**src/fletcherPkg.sv**
```systemverilog
`default_nettype none

package fletcherPkg;

    //////////////////////////////
    // Widths and modulus
    //////////////////////////////

    localparam int wordWidth = 16;                            // Word and half-sum width.
    localparam logic [wordWidth-1:0] sumModulus = 16'd65535;  // All ones, same class as 0.

    // Sum B in the upper half, sum A in the lower half.
    typedef struct packed {
        logic [wordWidth-1:0] sumB;
        logic [wordWidth-1:0] sumA;
    } checksum_t;

    //////////////////////////////
    // Modular arithmetic
    //////////////////////////////

    // End-around carry add, which is addition mod 65535.
    // The low half is at most 16'hFFFE when the carry is set, so one pass is enough.
    function automatic logic [wordWidth-1:0] onesAdd(
        input logic [wordWidth-1:0] a,
        input logic [wordWidth-1:0] b
    );
        logic [wordWidth:0] total;
        total = {1'b0, a} + {1'b0, b};
        return total[wordWidth-1:0] + {{(wordWidth-1){1'b0}}, total[wordWidth]};
    endfunction

    // Map the all-ones zero onto the canonical zero.
    function automatic logic [wordWidth-1:0] fold(
        input logic [wordWidth-1:0] value
    );
        return (value == sumModulus) ? '0 : value;
    endfunction

endpackage

`default_nettype wire
```
**src/frameCheckPkg.sv**
```systemverilog
`default_nettype none

package frameCheckPkg;

    //////////////////////////////
    // Frame parsing
    //////////////////////////////

    localparam int countWidth = 16;  // Good and bad frame counters.

    // Header first, then payload, then the two check words.
    typedef enum logic [1:0] {
        Idle,
        Payload,
        CheckA,
        CheckB
    } parserState_t;

    // Frame end strobe together with the check words from the stream.
    typedef struct packed {
        logic                   done;
        fletcherPkg::checksum_t expected;
    } frameEnd_t;

    //////////////////////////////
    // Result
    //////////////////////////////

    // One verdict per frame; ok and computed hold until the next one.
    typedef struct packed {
        logic                   valid;
        logic                   ok;
        fletcherPkg::checksum_t computed;
    } verdict_t;

endpackage

`default_nettype wire

```
**src/frameChecker.sv**
```systemverilog
`default_nettype none

module frameChecker (
    input  logic                                 clk,
    input  logic                                 rst,
    input  logic                                 wordValid,
    input  logic [fletcherPkg::wordWidth-1:0]    word,
    output frameCheckPkg::verdict_t              result,
    output logic [frameCheckPkg::countWidth-1:0] goodCount,
    output logic [frameCheckPkg::countWidth-1:0] badCount
);
    import fletcherPkg::*;
    import frameCheckPkg::*;

    logic                 sumClear;
    logic                 sumEn;
    logic [wordWidth-1:0] sumDin;
    checksum_t            sums;      // Raw, not yet folded.
    frameEnd_t            frameEnd;

    //////////////////////////////
    // Parser
    //////////////////////////////

    frameParser u_frameParser (
        .clk       (clk),
        .rst       (rst),
        .wordValid (wordValid),
        .word      (word),
        .sumClear  (sumClear),
        .sumEn     (sumEn),
        .sumDin    (sumDin),
        .frameEnd  (frameEnd)
    );

    //////////////////////////////
    // Sums
    //////////////////////////////

    fletcherAccumulator u_fletcherAccumulator (
        .clk      (clk),
        .rst      (rst),
        .sumClear (sumClear),
        .sumEn    (sumEn),
        .sumDin   (sumDin),
        .sums     (sums)
    );

    //////////////////////////////
    // Verdict
    //////////////////////////////

    checksumVerdict u_checksumVerdict (
        .clk       (clk),
        .rst       (rst),
        .frameEnd  (frameEnd),
        .sums      (sums),
        .result    (result),
        .goodCount (goodCount),
        .badCount  (badCount)
    );

endmodule

`default_nettype wire

```
**src/checksumVerdict.sv**
```systemverilog
`default_nettype none

module checksumVerdict (
    input  logic                                 clk,
    input  logic                                 rst,
    input  frameCheckPkg::frameEnd_t             frameEnd,
    input  fletcherPkg::checksum_t               sums,
    output frameCheckPkg::verdict_t              result,
    output logic [frameCheckPkg::countWidth-1:0] goodCount,
    output logic [frameCheckPkg::countWidth-1:0] badCount
);
    import fletcherPkg::*;
    import frameCheckPkg::*;

    checksum_t computedNow;
    checksum_t expectedNow;
    logic      match;
    logic      resultValid;
    logic      resultOk;
    checksum_t resultSums;

    //////////////////////////////
    // Fold and compare
    //////////////////////////////

    always_comb begin
        computedNow.sumA = fold(sums.sumA);
        computedNow.sumB = fold(sums.sumB);
        expectedNow.sumA = fold(frameEnd.expected.sumA);  // 16'hFFFF means 0.
        expectedNow.sumB = fold(frameEnd.expected.sumB);
        match            = (computedNow == expectedNow);
    end

    //////////////////////////////
    // Verdict and counters
    //////////////////////////////

    always_ff @(posedge clk) begin
        if (rst) begin
            resultValid <= 1'b0;
            goodCount   <= '0;
            badCount    <= '0;
        end else begin
            resultValid <= frameEnd.done;
            if (frameEnd.done) begin
                if (match) begin
                    goodCount <= goodCount + 1'b1;  // Wraps.
                end else begin
                    badCount <= badCount + 1'b1;
                end
            end
        end
    end

    // Held until the next frame ends.
    always_ff @(posedge clk) begin
        if (frameEnd.done) begin
            resultOk   <= match;
            resultSums <= computedNow;
        end
    end

    assign result.valid    = resultValid;
    assign result.ok       = resultOk;
    assign result.computed = resultSums;

endmodule

`default_nettype wire

```
**src/frameParser.sv**
```systemverilog
`default_nettype none

module frameParser (
    input  logic                              clk,
    input  logic                              rst,
    input  logic                              wordValid,
    input  logic [fletcherPkg::wordWidth-1:0] word,
    output logic                              sumClear,
    output logic                              sumEn,
    output logic [fletcherPkg::wordWidth-1:0] sumDin,
    output frameCheckPkg::frameEnd_t          frameEnd
);
    import fletcherPkg::*;
    import frameCheckPkg::*;

    parserState_t         state;
    logic [wordWidth-1:0] remaining;  // Payload words still to come.
    logic                 endStrobe;
    checksum_t            expected;

    //////////////////////////////
    // Frame state machine
    //////////////////////////////

    always_ff @(posedge clk) begin
        if (rst) begin
            state     <= Idle;
            remaining <= '0;
            sumClear  <= 1'b0;
            sumEn     <= 1'b0;
            endStrobe <= 1'b0;
        end else begin
            sumClear  <= 1'b0;
            sumEn     <= 1'b0;
            endStrobe <= 1'b0;
            if (wordValid) begin
                case (state)
                    Idle: begin
                        remaining <= word;
                        sumClear  <= 1'b1;  // Lands after the previous verdict.
                        if (word == '0) begin
                            state <= CheckA;
                        end else begin
                            state <= Payload;
                        end
                    end
                    Payload: begin
                        sumEn     <= 1'b1;
                        remaining <= remaining - 1'b1;
                        if (remaining == {{(wordWidth-1){1'b0}}, 1'b1}) begin
                            state <= CheckA;
                        end
                    end
                    CheckA: begin
                        state <= CheckB;
                    end
                    CheckB: begin
                        endStrobe <= 1'b1;  // Sums are final by now.
                        state     <= Idle;
                    end
                    default: begin
                        state <= Idle;
                    end
                endcase
            end
        end
    end

    //////////////////////////////
    // Data path
    //////////////////////////////

    always_ff @(posedge clk) begin
        if (wordValid) begin
            if (state == Payload) begin
                sumDin <= word;
            end
            if (state == CheckA) begin
                expected.sumA <= word;
            end
            if (state == CheckB) begin
                expected.sumB <= word;
            end
        end
    end

    assign frameEnd.done     = endStrobe;
    assign frameEnd.expected = expected;

endmodule

`default_nettype wire

```
**src/fletcherAccumulator.sv**
```systemverilog
`default_nettype none

module fletcherAccumulator (
    input  logic                              clk,
    input  logic                              rst,
    input  logic                              sumClear,
    input  logic                              sumEn,
    input  logic [fletcherPkg::wordWidth-1:0] sumDin,
    output fletcherPkg::checksum_t            sums
);
    import fletcherPkg::*;

    logic [wordWidth-1:0] accA;
    logic [wordWidth-1:0] accB;
    logic [wordWidth-1:0] nextA;
    logic [wordWidth-1:0] nextB;
    logic                 enDelay;  // Sum B trails sum A by one cycle.

    //////////////////////////////
    // Next values
    //////////////////////////////

    // Incremental reduction, no divider in the path.
    assign nextA = onesAdd(accA, sumDin);
    assign nextB = onesAdd(accB, accA);  // A already holds this word.

    //////////////////////////////
    // Two-stage accumulator
    //////////////////////////////

    always_ff @(posedge clk) begin
        if (rst || sumClear) begin
            accA    <= '0;
            accB    <= '0;
            enDelay <= 1'b0;
        end else begin
            enDelay <= sumEn;
            if (sumEn) begin
                accA <= nextA;
            end
            if (enDelay) begin
                accB <= nextB;
            end
        end
    end

    // Raw sums, the all-ones form of zero is left in.
    assign sums.sumA = accA;
    assign sums.sumB = accB;

endmodule

`default_nettype wire

```
**config.mk**
```make
export PLATFORM = sky130hd
export DESIGN_NAME = frameChecker
export DESIGN_NICKNAME = d
export VERILOG_FILES = /design/src/fletcherPkg.sv /design/src/frameCheckPkg.sv /design/src/frameChecker.sv /design/src/checksumVerdict.sv /design/src/frameParser.sv /design/src/fletcherAccumulator.sv
export SDC_FILE = /design/constraint.sdc
export NUM_CORES = 1
export LEC_CHECK = 0
export ABC_CLOCK_PERIOD_IN_PS = 5730
export BUFFER_PORTS_ARGS = -buffer_cell sky130_fd_sc_hd__buf_2
export CAP_MARGIN = 10
export CORE_AREA = 2 2 160 162
export CTS_CLUSTER_DIAMETER = 50
export DETAILED_ROUTE_END_ITERATION = 10
export DIE_AREA = 0 0 162 164
export GPL_TIMING_DRIVEN = 0
export PLACE_DENSITY_LB_ADDON = 0.15
export SYNTH_ARGS = -nofsm -noshare
export SYNTH_HDL_FRONTEND = slang
export SYNTH_SLANG_ARGS = --single-unit
export TNS_END_PERCENT = 1
```
**constraint.sdc**
```tcl
create_clock -name clk -period 5.73 [get_ports clk]
set_clock_uncertainty 0.15 [all_clocks]
set_input_delay 0.573 -clock clk [delete_from_list [all_inputs] [get_ports clk]]
set_output_delay 0.573 -clock clk [all_outputs]
set_load 0.005 [all_outputs]
```
==> results by group, run 1 <==
Power and ir drop
  – Total power: 2.756 mW
  – Leakage power: 4.119 nW
  – Pwr dens: 246.5 mW/mm²
  – Peak supply drop: 163.8 µV

Die
  – Starting Density: 0.3935
  – Core ar.: 0.02482 mm²
  – Io pins: 85
  – # rows: 58
  – Die area: 0.02657 mm²
  – Die X: 162 µm
  – Die Height: 164 µm

Finish
  – Ant. Diodes: 0
  – Commonest non-fill, non-tap cells in the layout: 95 x nor2_1, 86 x dfxtp_1, 84 x buf_2
  – Layout cell share with drive strength beyond 1: 0.1461
  – Most common cell after layout, fill and taps aside: nor2_1
  – Post-route cell area: 0.01118 mm²
  – P&R area growth vs syn: 14.50%
  – Nets@finish: 1168
  – Fillers: 2471
  – Final core area utilization: 0.4505
  – FF/Latch Area: 0.004175 mm²
  – Multi-input logic area: 0.005328 mm²

CTS
  – Post-CTS setup buffers: 0
  – Clk sinks: 168
  – Clock Latency Late Sink: 430 ps
  – TritonCTS clock tree: done
  – CTS buffer count: 17
  – PostCTS Resize Cnt: 0
  – Clock-pin slew on the worst setup and hold paths: 70 ps
  – Clock H-tree levels: 4
  – Worst-case clock buffer depth: 2
  – Hold Buf Count CTS: 0
  – Clk root buf: clkbuf_16

Worst setup path
  – Startpoint class of the critical path: register
  – Crit path DAT: 5270 ps
  – RR Endpoint: u_fletcherAccumulator.accA[15]$_SDFFE_PP0P_
  – Endpoint class of the critical path: register
  – FF-to-FF path depth: 15
  – Req. time, crit path: 5920 ps
  – Reg-to-reg slack, setup: 650 ps
  – Crit Reg-Reg Startpoint: u_fletcherAccumulator.accA[9]$_SDFFE_PP0P_
  – Max FO, Critical Path: 10
  – Crit path kind: register to register

Min path
  – Hold path endpoint: u_frameParser.sumDin[2]$_DFFE_PP_
  – Hold depth: 1
  – Hold path startpoint: word[2]
  – Hold Path Class: primary input to register

Place
  – DP HPWL: 19140 µm
  – Input/output buffers: 83
  – RD Place Congestion: 0.8698
  – Post-Place Cell Area: 0.01060 mm²

Yosys
  – Syn_nets: 1065
  – Sequential-to-total area share from yosys stat: 0.4274
  – FF+latch count, synth: 168
  – Total number of yosys warnings: 0
  – Ys async rst share: 0
  – Synth Flop Type: dfxtp_1
  – Number of flops mapped to enable cells by yosys: 81
  – Library cells used by synthesis: 74
  – Post-synthesis cell count: 1000
  – Syn_area_per_cell: 9.766 µm²
  – Post-Syn Area: 0.009766 mm²

Route
  – Via density: 5.490
  – DRT iter0 DRCs: 562
  – WL per Instance: 17.90 µm
  – Vias: 7938
  – DRC: 0
  – Final ANT Viol Nets: 0
  – Post-Route WL: 25880 µm
  – DRT Pass-1 Iters: 5

STA
  – Hold slack: 272.7 ps
  – Final hold vios: 0
  – Finish-stage setup viols: 0
  – Total negative setup slack: 0 ps
  – Final min period: 5078 ps
  – RSZ-0062 raised after global routing: false
  – Final Cycle Share: 0.8862
  – Fin. max-slew vios: 0
  – Fmax: 196.9 MHz
  – Relative slew slack: 0.2133
  – Slew @ Worst Pin: 1150 ps

Flow run
  – Max_cap viols: 0

Global routing
  – GR peak layer: met2
  – GRT overflow: 0
  – GR Layer Usage met3: 0.03056
  – Largest net degree at the start of global routing: 38
  – Initial antenna violation count: 2
  – Routing usage on met2: 0.3162
  – Global-route wire length before repair: 40440 µm
  – Gr usage total: 0.1969
  – Vias in the first global route: 7199
  – M1 GR Usage: 0.2794

Status
  – Outcome: finished, final reports clean
==> report_power, final <==
group | total, mW | internal (mW) | switching, mW
clock | 1.13 | 0.613 | 0.514
sequential | 1.33 | 1.29 | 0.0430
combinational | 0.296 | 0.113 | 0.183
total | 2.76 | 2.02 | 0.740
==> synthesized netlist by cell type, types with 6 or more instances <==
master     n  area (µm²)
a211oi_1  36       270.3
a21o_1     8       60.06
a21oi_1   47       235.2
a31oi_1    6       37.54
a32oi_1    7       61.31
and2_1    40       250.2
and3_1     9       56.30
and4_1     7       61.31
clkbuf_1  27       101.4
dfxtp_1   87        1742
edfxtp_1  81        2432
ha_1      44       550.5
inv_1     30       112.6
mux2i_1   11       110.1
nand2_1   46       172.7
nand3_1   33       165.2
nand3b_1  16       120.1
nand4_1   18       112.6
nor2_1    95       356.6
nor2b_1   10       62.56
nor3_1    25       125.1
nor4_1     8       50.05
o21ai_0   41       205.2
o22ai_1   16       100.1
o41ai_1   25       219.0
or2_2     22       137.6
or3_1     23       143.9
xnor2_1   50       437.9
xor2_1    36       315.3
==> routing by layer <==
layer  vias to the layer above  part of all wire
met5                         -           0.00019
met4                         2             0.013
met3                        28             0.046
met2                       185              0.46
met1                      3735              0.49
li1                       3988                 -
==> cell families (layout without fill, tap and decap cells) <==
family / count (synthesis) / count (layout) / share of synthesized area
xor+xnor: 87 / 87 / 0.07956
simple gates: 379 / 379 / 0.2161
buf+inv: 64 / 180 / 0.02703
flops: 168 / 168 / 0.4274
compound gates: 243 / 243 / 0.1758
mux: 13 / 13 / 0.01358
fa+ha+maj: 46 / 46 / 0.06047
==> layout make-up <==
cell class	count	share of cell area
Tap cell	330	0.03693
Multi-Input combinational cell	768	0.4764
Inverter	30	0.01007
Clock inverter	13	0.01242
Buffer	34	0.01354
Sequential cell	168	0.3734
Timing Repair Buffer	84	0.03849
Clock buffer	19	0.03872
==> state kept, by name, summed over array words and instances (netlist names) <==
signal,cells
u_frameParser.sumClear,1
u_frameParser.state,2
u_frameParser.remaining,16
u_checksumVerdict.goodCount,16
u_fletcherAccumulator.accA,16
u_checksumVerdict.resultValid,1
u_frameParser.sumEn,1
u_checksumVerdict.result,32
u_frameParser.endStrobe,1
u_frameParser.frameEnd,32
u_checksumVerdict.badCount,16
u_frameParser.sumDin,16
u_checksumVerdict.resultOk,1
u_fletcherAccumulator.accB,16
u_fletcherAccumulator.enDelay,1
==> stage by stage <==
step	instances	setup WS, ps
after floorplan	1000	1479
final	1446	652.2
after global placement	1413	698.2
after global routing	1446	228.1
after detailed placement	1413	658.4
after CTS	1445	643.0
==> worst max-delay path by stage <==
| stage | startpoint | end | slack [ps] | cells after the start |
|---|---|---|---|---|
| floorplan | u_frameParser.sumDin[0]$_DFFE_PP_ | u_fletcherAccumulator.accA[9]$_SDFFE_PP0P_ | 1480 | 17 |
| global placement | u_fletcherAccumulator.accA[0]$_SDFFE_PP0P_ | u_fletcherAccumulator.accA[15]$_SDFFE_PP0P_ | 700 | 17 |
| global route | u_fletcherAccumulator.accA[9]$_SDFFE_PP0P_ | u_fletcherAccumulator.accA[15]$_SDFFE_PP0P_ | 230 | 15 |
| CTS | u_fletcherAccumulator.accA[9]$_SDFFE_PP0P_ | u_fletcherAccumulator.accA[15]$_SDFFE_PP0P_ | 640 | 15 |
| finish | u_fletcherAccumulator.accA[9]$_SDFFE_PP0P_ | u_fletcherAccumulator.accA[15]$_SDFFE_PP0P_ | 650 | 15 |
| detailed placement | u_fletcherAccumulator.accA[0]$_SDFFE_PP0P_ | u_fletcherAccumulator.accA[15]$_SDFFE_PP0P_ | 660 | 17 |
==> worst max-delay path, cell delays in order, from the launching register on <==
cell and delay (ps):
dfxtp_1 690, ha_1 230, clkbuf_1 340, and4_1 370, a31oi_1 150, o21ai_0 390, o21ai_0 150, nand2b_1 100
ha_1 160, and3_1 200, nand3_1 140, a2111oi_0 940, and3b_1 260, nor4b_1 360, xnor2_1 120, a211oi_1 230
Power figures use the tool's default switching activity.
==> run 2: changes to the inputs <==
- CELL_PAD_IN_SITES_DETAIL_PLACEMENT: unset -> 0
- CELL_PAD_IN_SITES_GLOBAL_PLACEMENT: unset -> 1
==> results by group, run 2 (synthesis results as in run 1) <==
Finish
  – Post-route cell area: 0.01121 mm² (+0.25%)
  – P&R area growth vs syn: 14.79%
  – Nets@finish: 1169 (+0.086%)
  – Commonest non-fill, non-tap cells in the layout: 95 x nor2_1, 86 x dfxtp_1, 84 x buf_2
  – Layout cell share with drive strength beyond 1: 0.1450 (-0.001026)
  – Most common cell after layout, fill and taps aside: nor2_1
  – Fillers: 2447 (-0.97%)
  – Ant. Diodes: 0 (unchanged)

Route
  – WL per Instance: 18.69 µm (+4.4%)
  – Final ANT Viol Nets: 0 (unchanged)
  – Vias: 7923 (-0.19%)
  – DRT iter0 DRCs: 569 (+1.2%)
  – Via density: 5.475 (-0.26%)
  – DRC: 0 (unchanged)
  – DRT Pass-1 Iters: 5 (unchanged)
  – Post-Route WL: 27040 µm (+4.5%)

Worst setup path
  – Req. time, crit path: 5950 ps (+30 ps)
  – Startpoint class of the critical path: register
  – Endpoint class of the critical path: register
  – Max FO, Critical Path: 8 (-2)
  – Crit path DAT: 5200 ps (-70 ps)
  – Crit path kind: register to register

Die
  – Die area: 0.02657 mm² (unchanged)
  – Die Height: 164 µm (unchanged)
  – Die X: 162 µm (unchanged)
  – # rows: 58 (unchanged)
  – Core ar.: 0.02482 mm² (unchanged)
  – Starting Density: 0.3935 (unchanged)
  – Io pins: 85 (unchanged)

Power and ir drop
  – Pwr dens: 250.0 mW/mm² (+1.4%)
  – Leakage power: 4.143 nW (+0.59%)
  – Total power: 2.803 mW (+1.7%)
  – Peak supply drop: 217.8 µV (+33%)

STA
  – Slew @ Worst Pin: 852.3 ps (-298.0 ps)
  – Fmax: 201.0 MHz (+2.0%)
  – Total negative setup slack: 0 ps (unchanged)
  – Fin. max-slew vios: 0 (unchanged)
  – Final hold vios: 0 (unchanged)
  – Final Cycle Share: 0.8684 (-0.01775)
  – Hold slack: 283.0 ps (+10.22 ps)
  – Relative slew slack: 0.4304 (+0.2170)
  – RSZ-0062 raised after global routing: false
  – Final min period: 4976 ps (-101.7 ps)
  – Finish-stage setup viols: 0 (unchanged)

CTS
  – Clock Latency Late Sink: 440 ps (about the same)
  – CTS buffer count: 17 (unchanged)
  – Worst-case clock buffer depth: 2 (unchanged)
  – TritonCTS clock tree: done
  – PostCTS Resize Cnt: 0 (unchanged)
  – Hold Buf Count CTS: 0 (unchanged)
  – Clock-pin slew on the worst setup and hold paths: 70 ps (about the same)
  – Clock H-tree levels: 4 (unchanged)
  – Clk sinks: 168 (unchanged)
  – Post-CTS setup buffers: 0 (unchanged)
  – Clk root buf: clkbuf_16

Global routing
  – Global-route wire length before repair: 41900 µm (+3.6%)
  – Gr usage total: 0.2060 (+0.009045)
  – Vias in the first global route: 7368 (+2.3%)
  – Initial antenna violation count: 0 (-2)
  – GRT overflow: 0 (unchanged)
  – Largest net degree at the start of global routing: 38 (unchanged)

Place
  – DP HPWL: 19690 µm (+2.9%)
  – Input/output buffers: 83 (unchanged)
  – RD Place Congestion: 0.8422 (-3.2%)
  – Post-Place Cell Area: 0.01060 mm² (unchanged)

Flow run
  – Max_cap viols: 0 (unchanged)

Min path
  – Hold Path Class: primary input to register

Status
  – Outcome: finished, final reports clean
-- run 2: path summary, 6_finish.rpt --
check                                              from                                         end  slack (ps)  cells after the start
max          u_fletcherAccumulator.accA[0]$_SDFFE_PP0P_  u_fletcherAccumulator.accA[9]$_SDFFE_PP0P_         750                     18
min                                             word[2]        u_frameParser.frameEnd[18]$_DFFE_PP_         280                      1
max reg2reg  u_fletcherAccumulator.accA[0]$_SDFFE_PP0P_  u_fletcherAccumulator.accA[9]$_SDFFE_PP0P_         750                     18
min reg2reg     u_frameParser.remaining[4]$_SDFFE_PP0P_     u_frameParser.remaining[4]$_SDFFE_PP0P_         330                      2
-- run 2: cell type report --
| class | instances | area, µm² | area share |
|---|---|---|---|
| tap | 330 | 412.9 | 0.03683 |
| inverter | 30 | 112.6 | 0.01005 |
| timing repair buffer | 85 | 442.9 | 0.03951 |
| multi-input combinational | 768 | 5328 | 0.4753 |
| clock buffer | 18 | 429.2 | 0.03829 |
| buffer | 34 | 151.4 | 0.01351 |
| sequential | 168 | 4175 | 0.3725 |
| clock inverter | 14 | 157.7 | 0.01406 |
-- run 2: metal layers --
metal  GRT usage  vias up  wire (µm)
li1            -     3976          -
met1      0.2904     3750      13150
met2      0.3253      174      12350
met3     0.03283       23       1114
met4     0.06436        0        426
met5           0        -          0
-- run 2: power by group --
group | internal (mW) | total [mW] | switching [mW]
Sequential | 1.29 | 1.33 | 0.0433
Clock | 0.653 | 1.17 | 0.518
Combinational | 0.113 | 0.299 | 0.185
Total | 2.06 | 2.80 | 0.747
-- run 2: critical path, cell delays in order, from the launching register on --
cell            delay, ps
dfxtp_1               420
ha_1                  270
fa_1                  400
a21o_1                190
a211o_1               330
a2111o_1              490
a31oi_1               280
o21ai_0               220
o21ai_0               210
nand2b_1              100
ha_1                  210
and3_1                190
nand3_1               150
a2111oi_0              90
dlymetal6s2s_1        210
o221ai_1              200
a31oi_1                90
or4b_2                620
nand3_1                90
-- run 2: per-stage QoR --
step | std cells | setup slack (ps) | util
6_report | 1447 | 753.9 | 0.4517
4_1_cts | 1445 | 607.6 | 0.4505
5_1_grt | 1447 | 420.2 | 0.4517
3_5_place_dp | 1413 | 631.3 | 0.4269
2_1_floorplan | 1000 | 1479 | -
3_3_place_gp | 1413 | 633.9 | 0.4269
==> run 3: changes to the inputs <==
- PLACE_DENSITY: unset -> 0.79
- PLACE_DENSITY_LB_ADDON: 0.15 -> unset
==> results by group, run 3 (synthesis results as in run 1) <==
STA
  – Slew @ Worst Pin: 1164 ps (+311.6 ps)
  – Finish-stage setup viols: 0 (unchanged)
  – Final hold vios: 0 (unchanged)
  – Total negative setup slack: 0 ps (unchanged)
  – RSZ-0062 raised after global routing: false
  – Fin. max-slew vios: 0 (unchanged)
  – Fmax: 198.2 MHz (-1.4%)
  – Relative slew slack: 0.2040 (-0.2264)
  – Final min period: 5045 ps (+68.59 ps)
  – Final Cycle Share: 0.8804 (+0.01197)

CTS
  – Clock H-tree levels: 4 (unchanged)
  – TritonCTS clock tree: done
  – PostCTS Resize Cnt: 0 (unchanged)
  – Clk root buf: clkbuf_16
  – Clock Latency Late Sink: 440 ps (about the same)
  – Hold Buf Count CTS: 0 (unchanged)
  – CTS buffer count: 17 (unchanged)
  – Worst-case clock buffer depth: 2 (unchanged)
  – Clk sinks: 168 (unchanged)
  – Clock-pin slew on the worst setup and hold paths: 70 ps (about the same)
  – Post-CTS setup buffers: 0 (unchanged)

Worst setup path
  – Critical path's top delay family: compound AO/OA/AOI/OAI gates
  – Reg-to-reg slack, setup: 690 ps (-70 ps)
  – RR Endpoint: u_fletcherAccumulator.accA[9]$_SDFFE_PP0P_
  – Startpoint class of the critical path: register
  – Req. time, crit path: 5960 ps (about the same)
  – Critical path depth in cells: 16 (-2)
  – Critical Path Max Stage Delay: 950 ps (+330 ps)
  – Worst Setup EP: u_fletcherAccumulator.accA[9]$_SDFFE_PP0P_
  – Endpoint class of the critical path: register
  – Crit path DAT: 5280 ps (+80 ps)
  – CP bufs+invs: 0 (-1)
  – Critical Path Source: u_fletcherAccumulator.accA[0]$_SDFFE_PP0P_
  – Max FO, Critical Path: 8 (unchanged)
  – Slowest cell on crit path: a2111oi_0
  – Cells along the critical path: ha_1, fa_1, a21o_1, a211o_1, a2111o_1, a31oi_1, o21ai_0, o21ai_0, nand2b_1, ha_1, and3_1, nand3_1, a2111oi_0, a31oi_1, or4b_2, nand3_1
  – Crit Reg-Reg Startpoint: u_fletcherAccumulator.accA[0]$_SDFFE_PP0P_
  – FF-to-FF path depth: 16 (-2)
  – Crit path kind: register to register

Finish
  – Commonest non-fill, non-tap cells in the layout: 95 x nor2_1, 86 x dfxtp_1, 84 x buf_2
  – Finished Layout Cells: 1446 (-0.069%)
  – Fillers: 2435 (-0.49%)
  – Ant. Diodes: 0 (unchanged)
  – Multi-input logic area: 0.005328 mm² (unchanged)
  – Layout cell share with drive strength beyond 1: 0.1461 (+0.001026)
  – Final core area utilization: 0.4499 (-0.001765)
  – FF/Latch Area: 0.004175 mm² (unchanged)
  – Most common cell after layout, fill and taps aside: nor2_1
  – P&R area growth vs syn: 14.34%
  – Nets@finish: 1168 (-0.086%)

Route
  – DRC: 0 (unchanged)
  – Via density: 5.591 (+2.1%)
  – Met1 WL: 12190 µm (-7.3%)
  – WL per Instance: 18.04 µm (-3.5%)
  – Max layer used: met4
  – Routed wl met3: 1549 µm (+39%)
  – Post-Route WL: 26080 µm (-3.6%)
  – DRT Pass-1 Iters: 6 (+1)
  – Vias: 8085 (+2.0%)
  – WL met2: 11770 µm (-4.7%)
  – Final ANT Viol Nets: 0 (unchanged)
  – DRT iter0 DRCs: 616 (+8.3%)

Die
  – Die X: 162 µm (unchanged)
  – Die area: 0.02657 mm² (unchanged)
  – # rows: 58 (unchanged)
  – Starting Density: 0.3935 (unchanged)
  – Core ar.: 0.02482 mm² (unchanged)
  – Die Height: 164 µm (unchanged)
  – Io pins: 85 (unchanged)

Min path
  – Hold path startpoint: word[15]
  – Hold Path Class: primary input to register

Place
  – Input/output buffers: 83 (unchanged)
  – RD Place Congestion: 0.8875 (+5.4%)
  – Placed cells: 1413 (unchanged)
  – DP HPWL: 18940 µm (-3.8%)

Status
  – Outcome: finished, final reports clean

Power and ir drop
  – Peak supply drop: 158.3 µV (-27%)
  – Leakage power: 4.114 nW (-0.70%)
  – Pwr dens: 245.5 mW/mm² (-1.8%)

Global routing
  – Global-route wire length before repair: 41480 µm (-0.99%)
  – Largest net degree at the start of global routing: 38 (unchanged)
  – Initial antenna violation count: 0 (unchanged)
  – GRT overflow: 0 (unchanged)
  – Gr usage total: 0.2014 (-0.004561)
  – Vias in the first global route: 7606 (+3.2%)

Flow run
  – Max_cap viols: 0 (unchanged)
## run 3: changes by cell type in the layout (fill, tap and decap cells not counted)
| cell | previous run | this run |
|---|---|---|
| clkinvlp_4 | 2 | 1 |
| clkinv_1 | 2 | 1 |
| inv_6 | 5 | 4 |
| dlymetal6s2s_1 | 1 | 0 |
| clkbuf_8 | 0 | 1 |
| clkinv_8 | 0 | 1 |
| bufinv_16 | 2 | 0 |
| inv_4 | 0 | 3 |
## run 3: how the worst min path moves through the flow
stage	slack (ps)	cells past startpoint	endpoint
2_1_floorplan	290	2	u_frameParser.remaining[4]$_SDFFE_PP0P_
3_3_place_gp	310	2	u_frameParser.remaining[4]$_SDFFE_PP0P_
3_5_place_dp	310	2	u_frameParser.remaining[4]$_SDFFE_PP0P_
4_1_cts	250	1	u_frameParser.sumDin[15]$_DFFE_PP_
5_1_grt	260	1	u_frameParser.sumDin[15]$_DFFE_PP_
6_report	260	1	u_frameParser.sumDin[15]$_DFFE_PP_
## run 3: per-layer routing
metal | track usage | vias to the layer above
li1 | - | 3999
met4 | 0.06154 | 0
met1 | 0.2790 | 3807
met3 | 0.04141 | 38
met5 | 0 | -
met2 | 0.3176 | 241
## run 3: area by class of cell
type	instances	share of cell area
Clock buffer	19	0.03967
Buffer	34	0.01356
Inverter	30	0.01009
Sequential cell	168	0.3739
Tap cell	330	0.03698
Multi-Input combinational cell	768	0.4771
Timing Repair Buffer	84	0.03855
Clock inverter	13	0.01009
## run 3: through the flow
step | power [mW] | hold WS [ps] | worst slack, ps | area [µm²]
floorplan | 1.557 | 290.7 | 1479 | 9766
global placement | 1.646 | 305.0 | 734.5 | 10590
detailed placement | 1.649 | 312.0 | 760.3 | 10600
CTS | 2.758 | 252.5 | 691.4 | 11150
global route | 2.849 | 262.5 | 261.6 | 11170
finish | 2.741 | 261.3 | 685.3 | 11170
## run 3: power breakdown
part           switching (mW)  internal, mW
Sequential             0.0425          1.29
Combinational           0.184         0.113
Clock                   0.531         0.581
Total                   0.757          1.98
